`src/include/cache_settings.svh`:
```
`ifndef CACHE_SETTINGS_SVH
`define CACHE_SETTINGS_SVH

// --------------------------------------------------
// D-cache geometry
// --------------------------------------------------
`define DC_WAYS     2
`define DC_WORDS    16
`define DC_OFFSET_W 3
`define DC_TAG_W    8
`define DC_LINE_W   64

// --------------------------------------------------
// I-cache geometry
// --------------------------------------------------
`define IC_WAYS     2
`define IC_WORDS    16
`define IC_TAG_W    10
`define IC_LINE_W   32
`define IC_USER_W   4

// Clear walk covers both caches with one counter, so depths must agree

`endif

```
`src/cache_pkg.sv`:
```
`include "cache_settings.svh"

package cache_pkg;

  // --------------------------------------------------
  // D-cache
  // --------------------------------------------------
  typedef logic [$clog2(`DC_WORDS)+`DC_OFFSET_W-1:0] dc_addr_t;
  typedef logic [$clog2(`DC_WORDS)-1:0] dc_index_t;
  typedef logic [`DC_TAG_W-1:0] dc_tag_t;
  typedef logic [`DC_LINE_W-1:0] dc_data_t;

  typedef struct packed {
    logic valid;
    logic dirty;
  } vldrty_t;

  typedef struct packed {
    dc_tag_t  tag;
    dc_data_t data;
    logic     valid;
    logic     dirty;
  } dc_line_t;

  // One enable per byte of tag and data, one per bit of valid/dirty
  typedef struct packed {
    logic [(`DC_TAG_W+7)/8-1:0]  tag;
    logic [(`DC_LINE_W+7)/8-1:0] data;
    vldrty_t [`DC_WAYS-1:0]      vldrty;
  } dc_be_t;

  typedef struct packed {
    logic [`DC_WAYS-1:0] way;
    logic                we;
    dc_addr_t            addr;
    dc_line_t            wdata;
    dc_be_t              be;
  } dc_req_t;

  // --------------------------------------------------
  // I-cache
  // --------------------------------------------------
  typedef logic [$clog2(`IC_WORDS)-1:0] ic_index_t;
  typedef logic [`IC_TAG_W-1:0] ic_tag_t;

  typedef struct packed {
    logic    valid;
    ic_tag_t tag;
  } ic_tag_word_t;

  typedef struct packed {
    logic [`IC_USER_W-1:0] user;
    logic [`IC_LINE_W-1:0] data;
  } ic_rtrn_t;

  typedef struct packed {
    logic [`IC_WAYS-1:0] way;
    logic                we;
    ic_index_t           index;
    ic_tag_t             tag;
    logic [`IC_WAYS-1:0] valid;
  } ic_tag_req_t;

  typedef struct packed {
    logic [`IC_WAYS-1:0] way;
    logic                we;
    ic_index_t           index;
    ic_rtrn_t            rtrn;
  } ic_data_req_t;

endpackage

```
`src/cache_ram_clear.sv`:
```
`include "cache_settings.svh"

module cache_ram_clear (
  input  logic                    clk_i,
  input  logic                    rst_i,
  input  cache_pkg::dc_req_t      dc_req_i,
  input  cache_pkg::ic_tag_req_t  ic_tag_req_i,
  input  cache_pkg::ic_data_req_t ic_data_req_i,
  output cache_pkg::dc_req_t      dc_req_o,
  output cache_pkg::ic_tag_req_t  ic_tag_req_o,
  output cache_pkg::ic_data_req_t ic_data_req_o,
  output logic                    ready_o
);

  import cache_pkg::*;

  typedef enum logic [1:0] {
    IDLE_RESET,
    CLEAR,
    RUN
  } state_e;

  localparam dc_index_t LAST_IDX = dc_index_t'(`DC_WORDS - 1);

  state_e    state_q;
  state_e    state_d;
  dc_index_t idx_q;
  dc_index_t idx_d;

  // --------------------------------------------------
  // Walk sequencer
  // --------------------------------------------------
  always_comb begin
    state_d = state_q;
    idx_d   = idx_q;
    case (state_q)
      IDLE_RESET: begin
        state_d = CLEAR;
        idx_d   = '0;
      end
      CLEAR: begin
        idx_d = idx_q + 1'b1;
        if (idx_q == LAST_IDX) begin
          state_d = RUN;
        end
      end
      default: ;
    endcase
  end

  always_ff @(posedge clk_i) begin
    if (rst_i) begin
      state_q <= IDLE_RESET;
      idx_q   <= '0;
    end else begin
      state_q <= state_d;
      idx_q   <= idx_d;
    end
  end

  assign ready_o = (state_q == RUN);

  // --------------------------------------------------
  // Request mux
  // --------------------------------------------------
  // Controller requests are dropped until the walk is done
  always_comb begin
    dc_req_o      = '0;
    ic_tag_req_o  = '0;
    ic_data_req_o = '0;
    case (state_q)
      CLEAR: begin
        dc_req_o.way          = '1;
        dc_req_o.we           = 1'b1;
        dc_req_o.addr         = {idx_q, {`DC_OFFSET_W{1'b0}}};
        dc_req_o.be           = '1;
        ic_tag_req_o.way      = '1;
        ic_tag_req_o.we       = 1'b1;
        ic_tag_req_o.index    = ic_index_t'(idx_q);
        ic_data_req_o.way     = '1;
        ic_data_req_o.we      = 1'b1;
        ic_data_req_o.index   = ic_index_t'(idx_q);
      end
      RUN: begin
        dc_req_o      = dc_req_i;
        ic_tag_req_o  = ic_tag_req_i;
        ic_data_req_o = ic_data_req_i;
      end
      default: ;
    endcase
  end

  // No index may be skipped during the walk
  clear_step_a: assert property (
    @(posedge clk_i) disable iff (rst_i)
    (state_q == CLEAR && idx_q != LAST_IDX) |=>
      (state_q == CLEAR && idx_q == $past(idx_q) + 1'b1)
  ) else $error("cache_ram_clear: index skipped during clear walk");

endmodule

```
`config.mk`:
```
export PLATFORM = sky130hd
export DESIGN_NAME = cache_ram_clear
export DESIGN_NICKNAME = d
export VERILOG_FILES = /design/src/cache_pkg.sv /design/src/cache_ram_clear.sv
export VERILOG_INCLUDE_DIRS = /design/src /design/src/include
export SDC_FILE = /design/constraint.sdc
export NUM_CORES = 1
export LEC_CHECK = 0
export BUFFER_PORTS_ARGS = -buffer_cell sky130_fd_sc_hd__clkbuf_2
export CELL_PAD_IN_SITES_DETAIL_PLACEMENT = 1
export CELL_PAD_IN_SITES_GLOBAL_PLACEMENT = 2
export CORE_MARGIN = 3
export CORE_UTILIZATION = 10
export DETAILED_ROUTE_END_ITERATION = 16
export GPL_TIMING_DRIVEN = 1
export HOLD_SLACK_MARGIN = 0.03
export PLACE_DENSITY_LB_ADDON = 0.1
export SLEW_MARGIN = 20
export SYNTH_ARGS = -nofsm -noshare
export SYNTH_HDL_FRONTEND = slang
export SYNTH_SLANG_ARGS = --single-unit
export TNS_END_PERCENT = 20
```
`constraint.sdc`:
```
create_clock -name clk_i -period 1.2 [get_ports clk_i]
set_input_delay 0.12 -clock clk_i [delete_from_list [all_inputs] [get_ports clk_i]]
set_output_delay 0.12 -clock clk_i [all_outputs]
set_load 0.03 [all_outputs]
```
### Word level (Yosys, flattened, before mapping)

Cells that the tools add are included.

* logic and storage cells: 20
* output and inout port bits: 160
* register bits: 6
* bits of input ports: 161

* reductions and logical operators: 3
* equal/unequal tests: 4
* multiplexer cells: 10
* add/subtract/negate cells: 1

Operator list (count)
* $mux W74: 1
* $mux W36: 1
* $pmux W7 S2: 2
* $pmux W13 S2: 1
* $pmux W10 S2: 1
* $mux W12: 1
* $pmux W4 S2: 1
* $add A4 B1 Y4 const B: 1
* $eq A4 B4 Y1 const B: 1
* $pmux W2 S2: 1
* $eq A2 B1 Y1 const B: 1
* $eq A2 B2 Y1 const B: 1
* $logic_not A2 Y1: 1
* $mux W2: 1
* $ne A2 B2 Y1 const B: 1
* $reduce_and A2 Y1: 1
* $reduce_bool A2 Y1: 1

### Depth between registers and ports, before layout

* word-level depth: 3
* depth in mapped cells: 6
* gate-level depth less buffers: 5

### Least setup slack after synthesis

Ideal clock, no wire load.

* path kind: reg2out
* start: reg state_q[0]
* end: out dc_req_o[90] (netlist bit)
* buffers on the path: 2
* required time: 1.080 ns
* setup slack: -0.916 ns
* arrival: 1.996 ns
* stages on the path, launching flop included: 7
* cell sequence: dfxtp_1 -> inv_1 -> ha_1 -> buf_2 -> clkbuf_1 -> nand2_1 -> a21boi_0

RTL lines
* from (decl): line cache_ram_clear.sv:25 `state_e state_q;`
* from (signal assigned): line cache_ram_clear.sv:56 `state_q <= state_d;`
* to (decl): line cache_ram_clear.sv:9 `output cache_pkg::dc_req_t dc_req_o,`

==> qor.yml <==
syn_avg_cell_area_sq_um: 6.241
grt_pass1_vias: 3299
ys_seq_area_frac: 0.07488
drive_above_1_share: 0.9128
endpoint_kind: "output port"
drcViolationCount: 0
grt_usage: 0.1436
rsz0062_at_grt: "yes"
period_minus_slack_ps: 1655
syn_to_final_growth_pct: 271.0
die-area_sq_um: 17600
status: "complete, but fails checks"
io_buffer_count: 320
tns_ps: -58960
cp-start-kind: "flip-flop"
cts_tree: "built"
finalClockSkew_ps: 1.039
grt_overflow: 0
io_pins: 321
grt_pass1_wl_mm: 19.88
drv_cap: 0
fmax_ghz: 0.6042
grt_max_degree: 60
critical_path_arrival_ps: 1540
num_vias: 3000
power_mw: 7.351
r2r_start: "state_q[0]"
hold_depth: 2
h-tree-depth: 1
peakVddDrop_mv: 0.6631
critPathKind: "reg2out"
dpl-instance-area_sq_um: 4234
min_path_type: "in2reg"
worstPathRequired_ps: 1080
antenna-diode-count: 0
clkLatencyLatePin_ps: 230
wirelength_mm: 13.76
cts_sinks: 6
violations: "negative setup slack"
final_net_count: 753
ant_nets: 0
syn_inst: 257
finalHoldViolCount: 0
holdPathEnd: "idx_q[2]"
cp_max_fo: 11
cts_root_buf: "clkbuf_16"
hold_start: "rst_i"
rows: 45
layout_common_cells: "clkbuf_2 (160), clkbuf_8 (76), and2_4 (70), buf_8 (69), and2_2 (44)"
synth_cell_type_count: 21
final_common_cell: "clkbuf_2"
syn-cell-area_sq_um: 1604
min_period_over_period: 1.379
syn_nets: 423
rr_endpoint: "idx_q[3]"
gp_congestion: 0.7984
firstDrtPassIters: 4
initial_utilization: 0.1040
antenna_found_initial: 0
fp.dieH_um: 132.7
finalInstanceArea_sq_um: 5951
dr.first_iter.drc_count: 66
p_per_area_nw_per_um2: 1235
cts_hold_buffers: 0
r2r_slack_ps: -240
worst_pin_slew_ps: 267.9
placed_cells: 789
drv_slew: 0
synth.ff_latch_count: 6
synth_warnings: 0
reg2reg_depth: 5
power_leakage_nw: 2.915
dp_hpwl_mm: 11.33
cts.path.max_buffers: 2
coreArea_sq_um: 15430
final_cell_count_no_fill: 796
setup_viol: 165
clk_pin_slew_ps: 40
timing.final.ws_setup_ps: -455.1
numCtsBuffers: 3
relSlewSlack: 0.8191
die_w_um: 132.7
wl_per_cell_um: 17.28
drt-vias-per-instance: 3.769
per-layer routing:
metal  global-route usage  share of wire
met3              0.03346          0.067
met4              0.01617         0.0084
met1               0.1468           0.35
met2               0.2989           0.58
met5                    0              0
state kept, by name, indices dropped and copies added (netlist names):
signal,cells
state_q,2
idx_q,4
critical path, stage by stage, from the launching register on:
cell and delay [ps]:
dfxtp_4 350, buf_4 140, ha_4 180, buf_6 160, a21oi_1 220, nor2b_4 60, clkbuf_4 180
repair_timing:
item	CTS	global route
gates cloned	1	0
buffers inserted	3	0
resized for setup	348	96
pin swaps	52	10
endpoints found under the setup margin	166	166
Yosys cell counts:
cell      instances  area share
a21boi_0         12       0.056
a21oi_1          24       0.075
a31oi_1           1      0.0039
and2_1          125        0.49
and4_1            1      0.0055
buf_2             6       0.019
clkbuf_1         18       0.042
dfxtp_1           6       0.075
ha_1              5       0.039
inv_1             2      0.0047
mux2i_1           1      0.0062
nand2_1          18       0.042
nand3_1           3      0.0094
nand4b_1          1      0.0055
nor2_1            3      0.0070
nor2b_1          25       0.098
nor3_1            1      0.0031
o21ai_0           2      0.0062
o41ai_1           1      0.0055
or2_2             1      0.0039
or4b_1            1      0.0062
per-stage QoR:
| step | utilization | hold WS, ps | setup slack [ps] |
|---|---|---|---|
| finish | 0.3857 | 177.9 | -455.1 |
| global placement | 0.2745 | 416.1 | -331.6 |
| detailed placement | 0.2745 | 426.4 | -372.6 |
| global route | 0.3857 | 199.0 | -505.6 |
| CTS | 0.3758 | 186.1 | -459.7 |
| floorplan | - | 189.1 | -223.1 |
worst max-delay path by stage:
stage / from / end
finish: state_q[0] / dc_req_o[96]
global route: state_q[0] / dc_req_o[96]
CTS: state_q[1] / dc_req_o[3]
detailed placement: state_q[1] / dc_req_o[90]
global placement: state_q[1] / dc_req_o[93]
floorplan: state_q[0] / dc_req_o[25]
cell families after synthesis:
logic type,share of synthesized area
flip-flops,0.07489
buffers and inverters,0.06552
adder cells (fa/ha/maj),0.03900
AND/OR/NAND/NOR,0.6677
AO/OA/AOI/OAI,0.1467
multiplexers,0.006240
power breakdown:
group	internal, mW	leakage (nW)	switching, mW	total [mW]
Sequential	0.235	0.0499	0.0334	0.268
Combinational	3.41	2.83	3.13	6.54
Clock	0.428	0.0370	0.118	0.546
layout make-up:
| cell class | count | area, sq um |
|---|---|---|
| clock buffer | 3 | 75.07 |
| timing repair buffer | 349 | 3396 |
| fill | 1788 | 9477 |
| tap | 211 | 264.0 |
| inverter | 2 | 10.01 |
| sequential | 6 | 125.1 |
| multi-input combinational | 225 | 2081 |
(Power assumes the default switching activity.)
