$ cat config.mk
export PLATFORM = sky130hd
export DESIGN_NAME = cache_ram_array
export DESIGN_NICKNAME = d
export VERILOG_FILES = /design/src/cache_pkg.sv /design/src/sram.sv /design/src/cache_ram_array.sv
export VERILOG_INCLUDE_DIRS = /design/src /design/src/include
export SDC_FILE = /design/constraint.sdc
export NUM_CORES = 2
export LEC_CHECK = 0
export BUFFER_PORTS_ARGS = -buffer_cell sky130_fd_sc_hd__buf_4
export CORE_UTILIZATION = 50
export CTS_CLUSTER_DIAMETER = 120
export DETAILED_ROUTE_END_ITERATION = 10
export GPL_TIMING_DRIVEN = 0
export HOLD_SLACK_MARGIN = 0.1
export PLACE_DENSITY = 0.66
export SETUP_SLACK_MARGIN = 0.3
export SLEW_MARGIN = 0
export SYNTH_ARGS = -nofsm -noshare
export SYNTH_HDL_FRONTEND = slang
export SYNTH_SLANG_ARGS = --single-unit
$ cat constraint.sdc
create_clock -name clk_i -period 4 [get_ports clk_i]
set_input_delay 0.2 -clock clk_i [delete_from_list [all_inputs] [get_ports clk_i]]
set_output_delay 0.2 -clock clk_i [all_outputs]
set_load 0.02 [all_outputs]
$ cat src/include/cache_settings.svh
`ifndef CACHE_SETTINGS_SVH
`define CACHE_SETTINGS_SVH

// --------------------------------------------------
// D-cache geometry
// --------------------------------------------------
`define DC_WAYS     2
`define DC_WORDS    16
`define DC_OFFSET_W 3
`define DC_TAG_W    8
`define DC_LINE_W   64

// --------------------------------------------------
// I-cache geometry
// --------------------------------------------------
`define IC_WAYS     2
`define IC_WORDS    16
`define IC_TAG_W    10
`define IC_LINE_W   32
`define IC_USER_W   4

// Clear walk covers both caches with one counter, so depths must agree

`endif

$ cat src/cache_pkg.sv
`include "cache_settings.svh"

package cache_pkg;

  // --------------------------------------------------
  // D-cache
  // --------------------------------------------------
  typedef logic [$clog2(`DC_WORDS)+`DC_OFFSET_W-1:0] dc_addr_t;
  typedef logic [$clog2(`DC_WORDS)-1:0] dc_index_t;
  typedef logic [`DC_TAG_W-1:0] dc_tag_t;
  typedef logic [`DC_LINE_W-1:0] dc_data_t;

  typedef struct packed {
    logic valid;
    logic dirty;
  } vldrty_t;

  typedef struct packed {
    dc_tag_t  tag;
    dc_data_t data;
    logic     valid;
    logic     dirty;
  } dc_line_t;

  // One enable per byte of tag and data, one per bit of valid/dirty
  typedef struct packed {
    logic [(`DC_TAG_W+7)/8-1:0]  tag;
    logic [(`DC_LINE_W+7)/8-1:0] data;
    vldrty_t [`DC_WAYS-1:0]      vldrty;
  } dc_be_t;

  typedef struct packed {
    logic [`DC_WAYS-1:0] way;
    logic                we;
    dc_addr_t            addr;
    dc_line_t            wdata;
    dc_be_t              be;
  } dc_req_t;

  // --------------------------------------------------
  // I-cache
  // --------------------------------------------------
  typedef logic [$clog2(`IC_WORDS)-1:0] ic_index_t;
  typedef logic [`IC_TAG_W-1:0] ic_tag_t;

  typedef struct packed {
    logic    valid;
    ic_tag_t tag;
  } ic_tag_word_t;

  typedef struct packed {
    logic [`IC_USER_W-1:0] user;
    logic [`IC_LINE_W-1:0] data;
  } ic_rtrn_t;

  typedef struct packed {
    logic [`IC_WAYS-1:0] way;
    logic                we;
    ic_index_t           index;
    ic_tag_t             tag;
    logic [`IC_WAYS-1:0] valid;
  } ic_tag_req_t;

  typedef struct packed {
    logic [`IC_WAYS-1:0] way;
    logic                we;
    ic_index_t           index;
    ic_rtrn_t            rtrn;
  } ic_data_req_t;

endpackage

$ cat src/sram.sv
module sram #(
  parameter int unsigned DATA_W = 32,
  parameter int unsigned USER_W = 1,
  parameter int unsigned WORDS  = 16,
  parameter int unsigned BYTE_W = 8,
  localparam int unsigned ADDR_W = (WORDS > 1) ? $clog2(WORDS) : 1,
  localparam int unsigned LANES  = (DATA_W + BYTE_W - 1) / BYTE_W
) (
  input  logic              clk_i,
  input  logic              req_i,
  input  logic              we_i,
  input  logic [ADDR_W-1:0] addr_i,
  input  logic [DATA_W-1:0] wdata_i,
  input  logic [USER_W-1:0] wuser_i,
  input  logic [LANES-1:0]  be_i,
  output logic [DATA_W-1:0] rdata_o,
  output logic [USER_W-1:0] ruser_o
);

  logic [DATA_W-1:0] mem_q [WORDS];
  logic [USER_W-1:0] user_q [WORDS];

  // --------------------------------------------------
  // Write port
  // --------------------------------------------------
  // Last lane may be narrower than BYTE_W, so enables are applied per bit
  always_ff @(posedge clk_i) begin
    if (req_i && we_i) begin
      for (int unsigned b = 0; b < DATA_W; b++) begin
        if (be_i[b / BYTE_W]) begin
          mem_q[addr_i][b] <= wdata_i[b];
        end
      end
      user_q[addr_i] <= wuser_i;
    end
  end

  // --------------------------------------------------
  // Read port
  // --------------------------------------------------
  // Output register only loads on a read, otherwise it holds
  always_ff @(posedge clk_i) begin
    if (req_i && !we_i) begin
      rdata_o <= mem_q[addr_i];
      ruser_o <= user_q[addr_i];
    end
  end

  // Unknown address on an access would corrupt or read the wrong word
  addr_known_a: assert property (
    @(posedge clk_i) req_i |-> !$isunknown(addr_i)
  ) else $error("sram: unknown address on access");

endmodule

$ cat src/cache_ram_array.sv
`include "cache_settings.svh"

module cache_ram_array (
  input  logic                                 clk_i,
  input  cache_pkg::dc_req_t                   dc_req_i,
  input  cache_pkg::ic_tag_req_t               ic_tag_req_i,
  input  cache_pkg::ic_data_req_t              ic_data_req_i,
  output cache_pkg::dc_line_t     [`DC_WAYS-1:0] dc_rdata_o,
  output cache_pkg::ic_tag_word_t [`IC_WAYS-1:0] ic_tag_rdata_o,
  output cache_pkg::ic_rtrn_t     [`IC_WAYS-1:0] ic_data_rdata_o
);

  import cache_pkg::*;

  dc_index_t dc_index;

  dc_tag_t  dc_tag_rdata  [`DC_WAYS];
  dc_data_t dc_data_rdata [`DC_WAYS];

  vldrty_t [`DC_WAYS-1:0] vd_wdata;
  vldrty_t [`DC_WAYS-1:0] vd_rdata;

  ic_tag_word_t          ic_tag_rdata  [`IC_WAYS];
  logic [`IC_LINE_W-1:0] ic_data_rdata [`IC_WAYS];
  logic [`IC_USER_W-1:0] ic_user_rdata [`IC_WAYS];

  // Line offset is not part of the RAM index
  assign dc_index = dc_req_i.addr[$bits(dc_addr_t)-1:`DC_OFFSET_W];

  // --------------------------------------------------
  // D-cache tag and data
  // --------------------------------------------------
  for (genvar i = 0; i < `DC_WAYS; i++) begin : gen_dc_way
    sram #(
      .DATA_W(`DC_TAG_W),
      .USER_W(1),
      .WORDS (`DC_WORDS),
      .BYTE_W(8)
    ) tag_sram (
      .clk_i  (clk_i),
      .req_i  (dc_req_i.way[i]),
      .we_i   (dc_req_i.we),
      .addr_i (dc_index),
      .wdata_i(dc_req_i.wdata.tag),
      .wuser_i(1'b0),
      .be_i   (dc_req_i.be.tag),
      .rdata_o(dc_tag_rdata[i]),
      .ruser_o()
    );

    sram #(
      .DATA_W(`DC_LINE_W),
      .USER_W(1),
      .WORDS (`DC_WORDS),
      .BYTE_W(8)
    ) data_sram (
      .clk_i  (clk_i),
      .req_i  (dc_req_i.way[i]),
      .we_i   (dc_req_i.we),
      .addr_i (dc_index),
      .wdata_i(dc_req_i.wdata.data),
      .wuser_i(1'b0),
      .be_i   (dc_req_i.be.data),
      .rdata_o(dc_data_rdata[i]),
      .ruser_o()
    );
  end

  // --------------------------------------------------
  // D-cache valid/dirty, shared by all ways
  // --------------------------------------------------
  // Same valid/dirty value is offered to every way, enables pick the way
  always_comb begin
    for (int unsigned w = 0; w < `DC_WAYS; w++) begin
      vd_wdata[w].valid = dc_req_i.wdata.valid;
      vd_wdata[w].dirty = dc_req_i.wdata.dirty;
    end
  end

  sram #(
    .DATA_W(`DC_WAYS * $bits(vldrty_t)),
    .USER_W(1),
    .WORDS (`DC_WORDS),
    .BYTE_W(1)
  ) vldrty_sram (
    .clk_i  (clk_i),
    .req_i  (|dc_req_i.way),
    .we_i   (dc_req_i.we),
    .addr_i (dc_index),
    .wdata_i(vd_wdata),
    .wuser_i(1'b0),
    .be_i   (dc_req_i.be.vldrty),
    .rdata_o(vd_rdata),
    .ruser_o()
  );

  // --------------------------------------------------
  // I-cache tag and data
  // --------------------------------------------------
  for (genvar i = 0; i < `IC_WAYS; i++) begin : gen_ic_way
    // Valid bit sits above the tag in the stored word
    sram #(
      .DATA_W($bits(ic_tag_word_t)),
      .USER_W(1),
      .WORDS (`IC_WORDS),
      .BYTE_W(8)
    ) tag_sram (
      .clk_i  (clk_i),
      .req_i  (ic_tag_req_i.way[i]),
      .we_i   (ic_tag_req_i.we),
      .addr_i (ic_tag_req_i.index),
      .wdata_i({ic_tag_req_i.valid[i], ic_tag_req_i.tag}),
      .wuser_i(1'b0),
      .be_i   ('1),
      .rdata_o(ic_tag_rdata[i]),
      .ruser_o()
    );

    sram #(
      .DATA_W(`IC_LINE_W),
      .USER_W(`IC_USER_W),
      .WORDS (`IC_WORDS),
      .BYTE_W(8)
    ) data_sram (
      .clk_i  (clk_i),
      .req_i  (ic_data_req_i.way[i]),
      .we_i   (ic_data_req_i.we),
      .addr_i (ic_data_req_i.index),
      .wdata_i(ic_data_req_i.rtrn.data),
      .wuser_i(ic_data_req_i.rtrn.user),
      .be_i   ('1),
      .rdata_o(ic_data_rdata[i]),
      .ruser_o(ic_user_rdata[i])
    );
  end

  // Reassemble per-way read results
  always_comb begin
    for (int unsigned w = 0; w < `DC_WAYS; w++) begin
      dc_rdata_o[w].tag   = dc_tag_rdata[w];
      dc_rdata_o[w].data  = dc_data_rdata[w];
      dc_rdata_o[w].valid = vd_rdata[w].valid;
      dc_rdata_o[w].dirty = vd_rdata[w].dirty;
    end
    for (int unsigned w = 0; w < `IC_WAYS; w++) begin
      ic_tag_rdata_o[w]       = ic_tag_rdata[w];
      ic_data_rdata_o[w].data = ic_data_rdata[w];
      ic_data_rdata_o[w].user = ic_user_rdata[w];
    end
  end

  // Enabled write with no way selected would be lost silently
  dc_write_way_a: assert property (
    @(posedge clk_i) (dc_req_i.we && (|dc_req_i.be)) |-> (|dc_req_i.way)
  ) else $error("cache_ram_array: D-cache write with empty way mask");

endmodule

Word level (Yosys, flattened, before mapping)
Memory sizes are Yosys's and may differ from the RTL's. A register that Yosys moved wholly into a read port is not among the register bits.
Cells that the tools add are included.
W data, S select, Z words.
{"block": "classes", "muxes": 65, "n_reduce_logical": 18}
{"cell": "$mux W1", "n": 65}
{"cell": "$logic_and A1 B1 Y1", "n": 14}
{"cell": "$logic_not A1 Y1", "n": 3}
{"cell": "$reduce_or A2 Y1", "n": 1}
{"block": "word_totals", "reg_bits": 0, "ram_bits": 3872, "inputBits": 160, "out_inout_bits": 242, "mem_count": 11}
{"name": "gen_dc_way[0].data_sram.mem_q", "words": 16, "word_bits": 64, "read_ports": 1, "rd_ports_with_merged_regs": 1, "write_ports": 1, "line": "sram.sv:20", "rtl": "logic [DATA_W-1:0] mem_q [WORDS];"}
{"name": "gen_dc_way[1].data_sram.mem_q", "words": 16, "word_bits": 64, "read_ports": 1, "rd_ports_with_merged_regs": 1, "write_ports": 1, "line": "sram.sv:20"}
{"name": "gen_ic_way[0].data_sram.mem_q", "words": 16, "word_bits": 32, "read_ports": 1, "rd_ports_with_merged_regs": 1, "write_ports": 1, "line": "sram.sv:20"}
{"name": "gen_ic_way[1].data_sram.mem_q", "words": 16, "word_bits": 32, "read_ports": 1, "rd_ports_with_merged_regs": 1, "write_ports": 1, "line": "sram.sv:20"}
{"name": "gen_ic_way[0].tag_sram.mem_q", "words": 16, "word_bits": 11, "read_ports": 1, "rd_ports_with_merged_regs": 1, "write_ports": 1, "line": "sram.sv:20"}
{"name": "gen_ic_way[1].tag_sram.mem_q", "words": 16, "word_bits": 11, "read_ports": 1, "rd_ports_with_merged_regs": 1, "write_ports": 1, "line": "sram.sv:20"}
{"name": "5 more memories"}

Longest topological paths before layout
{"block": "logic_depth", "ltp_word": 4, "mapped_depth": 7}

Cells and area by module
A second synthesis with hierarchy kept.
{"block": "hier_totals", "cells_unflattened": 7165, "hier_area_um2": 161308.5}
{"module": "sram at gen_ic_way[0].data_sram ...", "instances": 2, "cells_each": 1009, "area_each_um2": 23134.7, "seq_area_each_um2": 18377.6}
{"module": "sram at gen_dc_way[0].data_sram", "instances": 1, "cells_each": 1812, "area_each_um2": 41718.8, "seq_area_each_um2": 33181.8}
{"module": "sram at gen_dc_way[1].data_sram", "instances": 1, "cells_each": 1812, "area_each_um2": 41713.8, "seq_area_each_um2": 33181.8}
{"module": "sram at gen_ic_way[0].tag_sram ...", "instances": 2, "cells_each": 366, "area_each_um2": 7982.7, "seq_area_each_um2": 6125.9}
{"module": "sram at gen_dc_way[0].tag_sram ...", "instances": 2, "cells_each": 280, "area_each_um2": 5934.4, "seq_area_each_um2": 4594.4}
{"module": "sram at vldrty_sram", "instances": 1, "cells_each": 228, "area_each_um2": 3758.6, "seq_area_each_um2": 2552.4}
{"module": "cache_ram_array", "instances": 1, "cells_each": 3, "area_each_um2": 13.8, "seq_area_each_um2": 0.0}

Worst setup path before layout
No wires, ideal clock.
{"block": "synth_path", "path_type": "input -> register", "from": "input port dc_req_i[94] (netlist name)", "to": "register vldrty_sram.rdata_o[0] (read register of vldrty_sram.mem_q) (enable)", "setup_time_ps": 314, "arrival_ps": 3967, "t_required_ps": 3686, "path_slack_ps": -280, "cell_stages": 2, "n_path_buf": 0, "path_cell_list": "nor2b_1 -> or2_2"}
{"block": "synth_via", "elab_chain_len": 2}
{"element": "from (decl)", "line": "cache_ram_array.sv:5", "rtl": "input cache_pkg::dc_req_t dc_req_i,"}
{"element": "$logic_not A1 Y1", "line": "sram.sv:43", "rtl": "if (req_i && !we_i) begin"}
{"element": "$logic_and A1 B1 Y1", "line": "sram.sv:43"}
{"element": "to (decl)", "line": "sram.sv:16", "rtl": "output logic [DATA_W-1:0] rdata_o,"}
No other way between the ends.

Worst setup path in the final report
{"block": "layout_path", "from": "input port dc_req_i[91] (netlist name)", "to": "memory gen_dc_way[0].tag_sram.mem_q[2][5] (netlist name) (enable)"}
{"element": "to (decl)", "line": "sram.sv:20"}
Straight into the memory's write port.

==> flow_summary.toml <==
[route]
detail-route-antenna-nets = 0
via_per_inst = 6.080
drc = 0
wire_per_inst_um = 31.04
vias = 74154
drt-initial-drc-count = 9342
firstDrtPassIters = 8
totalWireLength_mm = 378.6

[sta]
fin_worst_skew_ns = 0.1120
slew_violations = 0
final-setup-viol-count = 0
hold_viol_final = 0
slew_headroom_pct = 19.19
worst_pin_slew_ns = 1.208
setup_slack_ns = 0.5566
max_freq_mhz = 290.4
period_needed_ns = 3.443
fin_crit_sh_pct = 86.08
grt_setup_unrepaired = "no"

[worst_setup_path]
cp-end-kind = "flip-flop"
slowest_delay_ns = 0.99
worstPathCellList = "buf_2 -> buf_2 -> buf_2 -> nor2b_1 -> nand2_1 -> buf_2 -> nor2_1"
r2r_slack_ns = 1.43
crit_path_frequent_cell = "buf_2"
worstPathArrival_ns = 4.01
crit_type = "in -> reg"
slowest_stage = "nor2_1"
cp-start-kind = "input pin"
required_ns = 4.57
cp_max_fo = 11

[cells_and_area]
fillers = 21711
drive_above_1_share_pct = 27.43
multi_input_area_um2 = 28640
syn2layout_area_growth_pct = 16.22
register_area_um2 = 123500
postLayoutCoreUtil_pct = 58.40
fin_nets = 7885

[die]
chipWidth_um = 556.3
start_util_pct = 50.24
core_um2 = 305800
die_height_um = 556.3
io_pins = 402
placement_rows = 203
dieArea_um2 = 309500

[logic_synthesis]
yosys-top-cells-count = "4114 x edfxtp_1, 968 x mux4_2, 484 x a22oi_1"
avgSynthCellArea_um2 = 22.91
async_reset_ff_share_pct = 0
synth_xor_area_share_pct = 0
synth.distinct_cells = 18
muxShareOfSynthArea_pct = 14.19
synth_top_cells_by_area = "edfxtp_1 80%, mux4_2 14%, a22oi_1 2.4%"
synth-simple-area-share_pct = 1.901
synth-edff-count = 4114
syn-num-nets = 6867
synthAdderAreaFrac_pct = 0
synthCells = 6707
synth_most_common_cell = "edfxtp_1"
synth_top_family_by_area = "multiplexers"
ys_seq_elements = 4114
synth.yosys.seq_area_share_pct = 80.40
synth-compound-area-share_pct = 2.370
yosysWarnings = 0
yosysTopAreaCellShare_pct = 80.40
synth_top_area_cell = "edfxtp_1"
synthesis.area_um2 = 153600
ys.flop_type = "edfxtp_1"

[pwr]
power.total_uw = 91710
leakagePower_uw = 0.05650
ir_drop_v = 0.0004114
pwr_density_cell_nw_per_um2 = 513.6

[clocking]
clockBufferDepth = 4
cts_setup_buffers = 0
root_buffer = "clkbuf_16"
tritoncts = "built"
clk_pin_slew_ns = 0.06
clock-sinks = 4114
insertion_delay_ns = 0.97
cts_buffers = 417
cts_htree_levels = 5

[grt]
grt_usage_pct = 24.41
grt_first_pass_wirelength_mm = 538.5
grt_overflow = 0
grt_pass1_vias = 75572
antenna_found_initial = 38
grt_start_max_net_pins = 36

[place]
place_congestion = 0.8032
port_buffers = 390
pre_cts_slack_ns = -0.2820
detailed_place_hpwl_mm = 243.9

[outcome]
status = "completed"

[worst_hold_path]
hold_class = "in -> reg"

[job]
cap_violations = 0
## flip-flops by register name (all words and copies together) (netlist names)
signal,flops
gen_ic_way.data_sram.mem_q,1024
gen_ic_way.data_sram.ruser_o,8
gen_dc_way.tag_sram.rdata_o,16
vldrty_sram.rdata_o,4
gen_dc_way.data_sram.mem_q,2048
gen_dc_way.data_sram.rdata_o,128
gen_ic_way.tag_sram.rdata_o,22
gen_ic_way.data_sram.rdata_o,64
gen_ic_way.tag_sram.mem_q,352
gen_dc_way.tag_sram.mem_q,256
vldrty_sram.mem_q,64
gen_ic_way.data_sram.user_q,128
## worst paths after layout
path / startpoint / end / depth (start not counted)
min: ic_tag_req_i[12] / gen_ic_way[1].tag_sram.rdata_o[3] / 4
min reg2reg: gen_ic_way[0].data_sram.mem_q[5][3] / gen_ic_way[0].data_sram.rdata_o[3] / 3
max: dc_req_i[91] / gen_dc_way[0].tag_sram.mem_q[2][5] / 7
max reg2reg: gen_ic_way[0].tag_sram.mem_q[2][10] / gen_ic_way[0].tag_sram.rdata_o[10] / 5
## per-stage QoR
step | setup TNS, ns | instances | instance area (um^2) | hold WS, ns
global placement | -1654.36 | 11197 | 161700 | 0.5051
detailed placement | -7.800 | 11252 | 163200 | 0.5244
finish | 0 | 12196 | 178600 | 0.1772
floorplan | 0 | 6707 | 153700 | 0.2989
CTS | 0 | 12171 | 178500 | 0.1025
global route | 0 | 12175 | 178500 | 0.1564
## worst max-delay path: cells and delay by family
family,cells,cell delay (ns)
buf+inv,4,1.83
simple gates,3,1.89
## report_power, final
part           total (uW)  switching (uW)  internal (uW)
combinational        4530            2900           1630
clock               39100           16600          22500
sequential          48100             145          48000
total               91700           19600          72100
## cell usage in the layout (no fill, tap or decap), types with 5 or more instances in the layout
cell type	count
edfxtp_1	4114
mux4_2	968
a22oi_1	484
clkbuf_16	417
buf_4	393
nor2_1	389
nand2_1	278
clkbuf_1	263
dlygate4sd3_1	154
buf_2	135
clkinv_1	90
clkinv_2	62
bufinv_16	49
buf_1	41
buf_12	34
nor2_4	32
clkbuf_2	26
diode_2	25
clkinvlp_4	17
nand3_1	16
buf_16	16
nor2b_1	14
buf_6	14
clkinv_16	14
inv_6	7
clkinv_8	6
inv_16	5
buf_8	5
## logic make-up after synthesis
group,Yosys count
AO/OA/AOI/OAI,485
buffers and inverters,390
flip-flops,4114
multiplexers,968
AND/OR/NAND/NOR,750
## area by class of cell
class | instances | share of cell area, %
Clock inverter | 256 | 1.671
Sequential cell | 4114 | 69.18
Antenna cell | 25 | 0.03503
Multi-Input combinational cell | 2203 | 16.04
Tap cell | 4100 | 2.873
Buffer | 390 | 0.9977
Timing Repair Buffer | 599 | 3.173
Clock buffer | 509 | 6.037
## metal layers
layer | global-route usage (%) | part of all wire [%] | up-vias
met3 | 4.712 | 8.7 | 648
met4 | 7.286 | 3.1 | 22
met2 | 40.57 | 50 | 3539
met1 | 32.97 | 38 | 39493
met5 | 0 | 0.038 | -
li1 | - | - | 30452
## timing repair
item / in CTS / in global routing
resized for setup: 0 / 0
setup endpoints to repair: 0 / 0
hold endpoints to repair: 5357 / 0
hold buffers: 154 / 0
No activity file was read; power rests on OpenSTA's default activity.
